[src/wb_pkg.sv]
// ############################
// Wishbone classic structs and
// the peripheral register map
// ############################
`default_nettype none

package wb_pkg;

    localparam int WB_ADDR_W = 3;                   // Word address
    localparam int WB_DATA_W = 32;

    typedef logic [WB_ADDR_W-1:0] wb_addr_t;
    typedef logic [WB_DATA_W-1:0] wb_data_t;

    // Master side
    typedef struct packed {
        logic     cyc;
        logic     stb;
        logic     we;                               // 1 = write
        wb_addr_t adr;
        wb_data_t dat;                              // Write data
    } wb_req_t;

    // Slave side
    typedef struct packed {
        logic     ack;                              // Single-cycle, registered
        wb_data_t dat;                              // Read data
    } wb_rsp_t;

    // Register map
    localparam wb_addr_t REG_A      = 3'd0;
    localparam wb_addr_t REG_B      = 3'd1;
    localparam wb_addr_t REG_OP     = 3'd2;         // Write starts an operation
    localparam wb_addr_t REG_RESULT = 3'd3;         // Read only
    localparam wb_addr_t REG_STATUS = 3'd4;         // Read only

    // Status bit positions
    localparam int STAT_DONE    = 0;
    localparam int STAT_OVF     = 1;
    localparam int STAT_ZERO    = 2;
    localparam int STAT_ILLEGAL = 3;

endpackage

`default_nettype wire

[src/alu_pkg.sv]
// ############################
// ALU types: operand words, MIPS
// function codes, flags, req/rsp
// ############################
`default_nettype none

package alu_pkg;

    localparam int ALU_WORD_W = 32;                 // Widest supported operand
    localparam int ALU_OP_W   = 6;                  // MIPS funct field

    // Operand and result word, narrow ALUs use the low bits
    typedef logic [ALU_WORD_W-1:0] alu_word_t;

    // Function codes as in the MIPS funct field
    typedef enum logic [ALU_OP_W-1:0] {
        OP_ADD = 6'b100000,                         // Signed add
        OP_SUB = 6'b100010,                         // Signed subtract
        OP_AND = 6'b100100,
        OP_OR  = 6'b100101,
        OP_XOR = 6'b100110,
        OP_SRA = 6'b000011,                         // Shift right arithmetic
        OP_SRL = 6'b000010,                         // Shift right logic
        OP_NOR = 6'b100111
    } alu_op_t;

    typedef struct packed {
        logic ovf;                                  // ADD/SUB only
        logic zero;                                 // Result is 0, legal ops
        logic illegal;                              // Unknown function code
    } alu_flags_t;

    // Request from the register block
    typedef struct packed {
        alu_word_t a;
        alu_word_t b;
        alu_op_t   op;
        logic      start;                           // One-cycle pulse
    } alu_req_t;

    // Answer one clock after start
    typedef struct packed {
        alu_word_t  result;
        alu_flags_t flags;
        logic       done;                           // One-cycle pulse
    } alu_rsp_t;

endpackage

`default_nettype wire
[src/alu_wb_top.sv]
// ############################
// ALU peripheral top, bus in
// ############################
`timescale 1ns/10ps
`default_nettype none

module alu_wb_top
    import alu_pkg::*;
    import wb_pkg::*;
    #(
        parameter int ALU_WIDTH = 8                 // Operand width, 4 to 32
    )
    (
        input  wire logic    i_clock,
        input  wire logic    i_reset,
        input  wire wb_req_t i_wb,                  // From bus master
        output wb_rsp_t      o_wb
    );

    alu_req_t alu_req;                              // Regs to ALU
    alu_rsp_t alu_rsp;                              // ALU back to regs

    // Bus decode and register file
    alu_regs #(
        .ALU_WIDTH (ALU_WIDTH)
    ) u_regs (
        .i_clock   (i_clock),
        .i_reset   (i_reset),
        .i_wb      (i_wb),
        .o_wb      (o_wb),
        .o_alu_req (alu_req),
        .i_alu_rsp (alu_rsp)
    );

    // Registered datapath
    alu #(
        .ALU_WIDTH (ALU_WIDTH)
    ) u_alu (
        .i_clock   (i_clock),
        .i_reset   (i_reset),
        .i_alu_req (alu_req),
        .o_alu_rsp (alu_rsp)
    );

endmodule

`default_nettype wire

[src/alu_regs.sv]
// ############################
// Wishbone slave: operand and op
// registers, result and status
// ############################
`timescale 1ns/10ps
`default_nettype none

module alu_regs
    import alu_pkg::*;
    import wb_pkg::*;
    #(
        parameter int ALU_WIDTH = 8                 // From the top level
    )
    (
        input  wire logic     i_clock,
        input  wire logic     i_reset,
        input  wire wb_req_t  i_wb,
        output wb_rsp_t       o_wb,
        output alu_req_t      o_alu_req,
        input  wire alu_rsp_t i_alu_rsp
    );

    // Low ALU_WIDTH bits set
    localparam alu_word_t WIDTH_MASK =
        alu_word_t'({ALU_WORD_W{1'b1}} >> (ALU_WORD_W - ALU_WIDTH));

    logic       access;                             // New cycle sampled this clock
    logic       wr_en;
    logic       op_start;                           // Write to REG_OP
    wb_data_t   rd_mux;

    logic       ack_q;
    logic       start_q;
    wb_data_t   rdata_q;
    alu_word_t  a_q;
    alu_word_t  b_q;
    alu_op_t    op_q;
    alu_word_t  result_q;                           // Last captured result
    alu_flags_t flags_q;
    logic       done_q;                             // Sticky until next op write

    // Ack low gates a second sample of the same access
    assign access   = i_wb.cyc && i_wb.stb && !ack_q;
    assign wr_en    = access && i_wb.we;
    assign op_start = wr_en && (i_wb.adr == REG_OP);

    // Address map for reads
    always_comb
    begin
        rd_mux = '0;                                // Unmapped reads as 0
        case (i_wb.adr)
            REG_A:      rd_mux = a_q;
            REG_B:      rd_mux = b_q;
            REG_OP:     rd_mux = wb_data_t'(op_q);
            REG_RESULT: rd_mux = result_q;
            REG_STATUS:
            begin
                rd_mux[STAT_DONE]    = done_q;
                rd_mux[STAT_OVF]     = flags_q.ovf;
                rd_mux[STAT_ZERO]    = flags_q.zero;
                rd_mux[STAT_ILLEGAL] = flags_q.illegal;
            end
            default:    rd_mux = '0;
        endcase
    end

    always_ff @(posedge i_clock)
    begin
        if (i_reset)
        begin
            ack_q    <= 1'b0;
            start_q  <= 1'b0;
            a_q      <= '0;
            b_q      <= '0;
            op_q     <= OP_ADD;                     // Reset op is ADD
            result_q <= '0;
            flags_q  <= '0;
            done_q   <= 1'b0;
        end
        else
        begin
            ack_q   <= access;                      // One-cycle ack
            start_q <= op_start;                    // High in the ack cycle
            if (wr_en)
            begin
                case (i_wb.adr)
                    REG_A:   a_q  <= i_wb.dat;
                    REG_B:   b_q  <= i_wb.dat;
                    REG_OP:  op_q <= alu_op_t'(i_wb.dat[ALU_OP_W-1:0]);
                    default: ;                      // Read-only or unmapped, ignored
                endcase
            end
            // ALU answer
            if (i_alu_rsp.done)
            begin
                result_q <= i_alu_rsp.result;
                flags_q  <= i_alu_rsp.flags;
                done_q   <= 1'b1;
            end
            if (op_start)
                done_q <= 1'b0;                     // New op wins over late done
        end
    end

    // Read data, zero on write acks
    always_ff @(posedge i_clock)
    begin
        rdata_q <= (access && !i_wb.we) ? rd_mux : '0;
    end

    assign o_wb = '{ack: ack_q, dat: rdata_q};

    assign o_alu_req = '{
        a:     a_q & WIDTH_MASK,                    // Masked to ALU width
        b:     b_q & WIDTH_MASK,
        op:    op_q,
        start: start_q
    };

endmodule

`default_nettype wire

[src/alu.sv]
// ############################
// Registered ALU, MIPS funct ops
// ############################
`timescale 1ns/10ps
`default_nettype none

module alu
    import alu_pkg::*;
    #(
        parameter int ALU_WIDTH = 8                 // Operand width, 4 to 32
    )
    (
        input  wire logic     i_clock,
        input  wire logic     i_reset,
        input  wire alu_req_t i_alu_req,
        output alu_rsp_t      o_alu_rsp
    );

    localparam int MSB = ALU_WIDTH - 1;

    logic [MSB:0] a_w;                              // Operands at ALU width
    logic [MSB:0] b_w;
    logic [MSB:0] res_w;                            // Combinational result
    alu_word_t    res_ext;                          // Zero-extended to bus word
    alu_flags_t   flags_c;

    alu_word_t    result_q;
    alu_flags_t   flags_q;
    logic         done_q;

    assign a_w = i_alu_req.a[MSB:0];
    assign b_w = i_alu_req.b[MSB:0];

    always_comb
    begin
        res_w           = '0;
        flags_c.ovf     = 1'b0;
        flags_c.illegal = 1'b0;
        case (i_alu_req.op)
            OP_ADD:
            begin
                res_w       = a_w + b_w;
                // Same-sign operands, result flips away from A
                flags_c.ovf = (a_w[MSB] == b_w[MSB]) && (res_w[MSB] != a_w[MSB]);
            end
            OP_SUB:
            begin
                res_w       = a_w - b_w;
                // Opposite-sign operands, result flips away from A
                flags_c.ovf = (a_w[MSB] != b_w[MSB]) && (res_w[MSB] != a_w[MSB]);
            end
            OP_AND: res_w = a_w & b_w;
            OP_OR:  res_w = a_w | b_w;
            OP_XOR: res_w = a_w ^ b_w;
            OP_NOR: res_w = ~(a_w | b_w);
            // Full B is the amount, large shifts saturate
            OP_SRA: res_w = $signed(a_w) >>> i_alu_req.b;   // Sign fill past width
            OP_SRL: res_w = a_w >> i_alu_req.b;             // Zero past width
            default:
            begin
                flags_c.illegal = 1'b1;             // Result stays 0
            end
        endcase
        // Zero only meaningful for legal codes
        flags_c.zero = !flags_c.illegal && (res_w == '0);
    end

    always_comb
    begin
        res_ext          = '0;
        res_ext[MSB:0]   = res_w;
    end

    // Done is control, cleared by reset
    always_ff @(posedge i_clock)
    begin
        if (i_reset)
            done_q <= 1'b0;
        else
            done_q <= i_alu_req.start;              // One clock after start
    end

    // Result and flags only load on start
    always_ff @(posedge i_clock)
    begin
        if (i_alu_req.start)
        begin
            result_q <= res_ext;
            flags_q  <= flags_c;
        end
    end

    assign o_alu_rsp = '{result: result_q, flags: flags_q, done: done_q};

endmodule

`default_nettype wire

[config.mk]
export PLATFORM = sky130hd
export DESIGN_NAME = alu_wb_top
export DESIGN_NICKNAME = d
export VERILOG_FILES = /design/src/wb_pkg.sv /design/src/alu_pkg.sv /design/src/alu_wb_top.sv /design/src/alu_regs.sv /design/src/alu.sv
export SDC_FILE = /design/constraint.sdc
export NUM_CORES = 1
export LEC_CHECK = 0
export BUFFER_PORTS_ARGS = -buffer_cell sky130_fd_sc_hd__clkbuf_2
export CAP_MARGIN = 5
export CORE_MARGIN = 5
export CORE_UTILIZATION = 56
export DETAILED_ROUTE_END_ITERATION = 6
export PLACE_DENSITY_LB_ADDON = 0.25
export SLEW_MARGIN = 15
export SYNTH_ARGS = -nofsm -noshare
export SYNTH_HDL_FRONTEND = slang
export SYNTH_SLANG_ARGS = --single-unit
export TNS_END_PERCENT = 100
[constraint.sdc]
create_clock -name i_clock -period 2.99 [get_ports i_clock]
set_input_delay 0.598 -clock i_clock [delete_from_list [all_inputs] [get_ports i_clock]]
set_output_delay 0.598 -clock i_clock [all_outputs]
set_load 0.1 [all_outputs]
==> qor.txt <==
ys flop type -> dfxtp_1
post-synthesis cell count -> 751
clk sink count -> 128
Max VDD drop -> 581 uV
Mean Syn Cell Area -> 8.26 um2
Achievable Freq -> 0.347 GHz
most common cell after layout, fill and taps aside -> nand2_1
I/O Pins -> 73
Fin Hold WS -> 0.307 ns
Total GRT Usage -> 27.5%
CTS Hold Buffers Added -> 0
total negative slack -> 0 ns
Yosys warning count -> 0
Hold WC Path Type -> input port to flop
CTS tree -> done
sequential share of the synthesized area -> 43.1%
DRC Markers -> 0
final setup fails -> 0
largest family of logic cells by synthesized area -> simple AND/OR/NAND/NOR gates
simple-gate portion of the synthesized area -> 20.1%
FF+latch count, synth -> 128
largest net degree at the start of global routing -> 51
crit path DAT -> 3.23 ns
CP Class -> flop to flop
vias per cell -> 5.87
Area Overhead vs Synth -> 19.8%
Compound-Gate Fraction of Synth Area -> 18.0%
Skew-Pair Late Insertion Delay -> 0.52 ns
max-slew violation count -> 0
H-tree lvl count -> 4
Slew headroom -> 27.6%
row count -> 38
final period utilization -> 96.3%
Clock Skews -> 0.00520 ns
CTS Buffer Depth -> 2
GRT overflow -> 0
post-synthesis xor/xnor area fraction -> 2.54%
number of global-route vias before repair -> 5555
clk root buf -> clkbuf_8
setup repair after global routing missed its margin -> no
Leakage Power -> 2.77 nW
Cell variety after synth -> 54
initial antenna violation count -> 0
1st-pass router iterations -> 5
chip width -> 115 um
Data required, critical path -> 3.34 ns
post-synthesis mux area share -> 6.23%
Syn Std Cell Area -> 6200 um2
core area -> 10800 um2
Async S/R FF share, synth -> 0%
worst-margin pin slew -> 1.09 ns
starting density of the core -> 57.2%
Initial DRC Count -> 517
postcts setup bufs -> 0
Synthesized Nets -> 816
CP Launch Type -> flop
Chip Height -> 115 um
Detail Placement HPWL -> 12600 um
aggregate routed wire length -> 17900 um
via count -> 5744
first-pass GRT wire length -> 28400 um
Num CTS Buffers -> 17
Fin. Hold Viols -> 0
outcome -> completed
# diodes -> 0
most frequent cells in the layout -> nand2_1 (155), dfxtp_1 (117), a21oi_1 (85)
Max Cap Violations -> 0
Post-synth EDFFs -> 11
full die area -> 13300 um2
Routed wire per std cell -> 18.4 um
endpoint class of the critical path -> flop
GPL Wtd Cong -> 1.00
minimum clock period -> 2.88 ns
Reg clk slew, reported paths -> 0.06 ns
proportion of layout cells with a drive suffix above 1 -> 18.3%
dpl cells -> 946
Pwr per Cell Area -> 542 nW/um2
Final nets -> 890
Buffers on Ports -> 72
final std cells w/o fill -> 978
Post-Synth Adder-Cell Area -> 5.28%
post-route ant nets -> 0
Crit Path Max Fanout -> 7
## cell type report
| cell class | instances | area, um2 |
|---|---|---|
| fill | 864 | 3410 |
| multi-input combinational | 548 | 3250 |
| sequential | 128 | 2670 |
| timing repair buffer | 107 | 636 |
| clock buffer | 24 | 492 |
| tap | 140 | 175 |
| clock inverter | 8 | 124 |
| inverter | 23 | 86.3 |
## flip-flops by register name, indices dropped and copies added, names as in the netlist
register,count
u_regs.done_q,1
u_regs.flags_q,3
u_alu.done_q,1
u_regs.a_q,32
u_regs.op_q,6
u_regs.start_q,1
u_alu.o_alu_rsp,3
u_regs.b_q,32
u_alu.result_q,8
u_regs.rdata_q,32
u_regs.result_q,8
u_regs.ack_q,1
## stage by stage
step / instance area [um2] / power, W / util (%) / setup slack, ns
3_5_place_dp: 6810 / 0.00195 / 62.8 / 0.142
6_report: 7430 / 0.00403 / 68.6 / 0.111
4_1_cts: 7430 / 0.00405 / 68.5 / 0.129
5_1_grt: 7430 / 0.00414 / 68.6 / 0.0115
3_3_place_gp: 6810 / 0.00195 / 62.8 / 0.229
2_1_floorplan: 6200 / 0.00188 / - / 0.286
## report_power, final
group / switching [W] / total [W] / internal [W]
Sequential: 0.00000702 / 0.00174 / 0.00174
Clock: 0.000724 / 0.00211 / 0.00139
Combinational: 0.000114 / 0.000174 / 0.0000603
Total: 0.000844 / 0.00403 / 0.00318
## synth_stat cells (all sizes together), types with 3 or more instances
cell      n  area, um2
and3      4       25.0
ha       23        288
buf      11       57.6
and2      5       31.3
nand2b    5       31.3
a211oi    8       60.1
a221oi    4       35.0
nor2b     8       50.1
nor2     70        263
nor4      4       46.3
nor3     17       85.1
inv      21       78.8
clkbuf   41        154
a31oi     7       43.8
o21ai    12       60.1
edfxtp   11        330
a21oi    85        425
o31ai     5       37.5
xnor2    15        131
nand2   155        582
mux2i    27        270
o211ai    5       37.5
o22ai    10       62.6
a22oi    31        233
xor2      3       26.3
mux2      6       71.3
nand3     9       45.0
dfxtp   117       2340
## repair_timing
item / in CTS / in global routing
gates resized for setup: 0 / 1
endpoints found under the hold margin: 0 / 0
setup endpoints to repair: 0 / 1
## worst paths after layout
| check | startpoint | endpoint | slack [ns] | cells after the start |
|---|---|---|---|---|
| max | u_regs.b_q[2]$_SDFFE_PP0P_ | u_alu.o_alu_rsp[2]$_DFFE_PP_ | 0.11 | 9 |
| min | i_wb[15] | u_regs.a_q[15]$_SDFFE_PP0P_ | 0.31 | 3 |
| max reg2reg | u_regs.b_q[2]$_SDFFE_PP0P_ | u_alu.o_alu_rsp[2]$_DFFE_PP_ | 0.11 | 9 |
| min reg2reg | u_regs.a_q[30]$_SDFFE_PP0P_ | u_regs.a_q[30]$_SDFFE_PP0P_ | 0.45 | 2 |
## per-layer routing
layer	routed length, um	GRT usage, %	part of all wire (%)
met2	8220	41.9	46
met4	261	8.61	1.5
met5	0	0	0
met1	8050	38.9	45
met3	1420	6.42	7.9
## cell families (layout without fill, tap and decap cells)
group | count (synthesis) | in the layout
and+or+nand+nor | 289 | 289
AOI/OAI and AO/OA | 181 | 181
DFF | 128 | 128
buffers and inverters | 75 | 162
muxes | 35 | 35
adders and majority gates | 25 | 25
xor gates and xnor gates | 18 | 18
## critical path, stage by stage, from the launching register on
cell and delay (ns):
dfxtp_1 0.49, inv_1 0.15, ha_1 0.36, nor3_2 0.06
nor3_1 0.27, a21oi_1 0.13, xnor2_1 0.18, a221o_1 0.38
or4_1 0.54, nor4_2 0.14
Note: power is estimated with default switching activity, not from simulation.
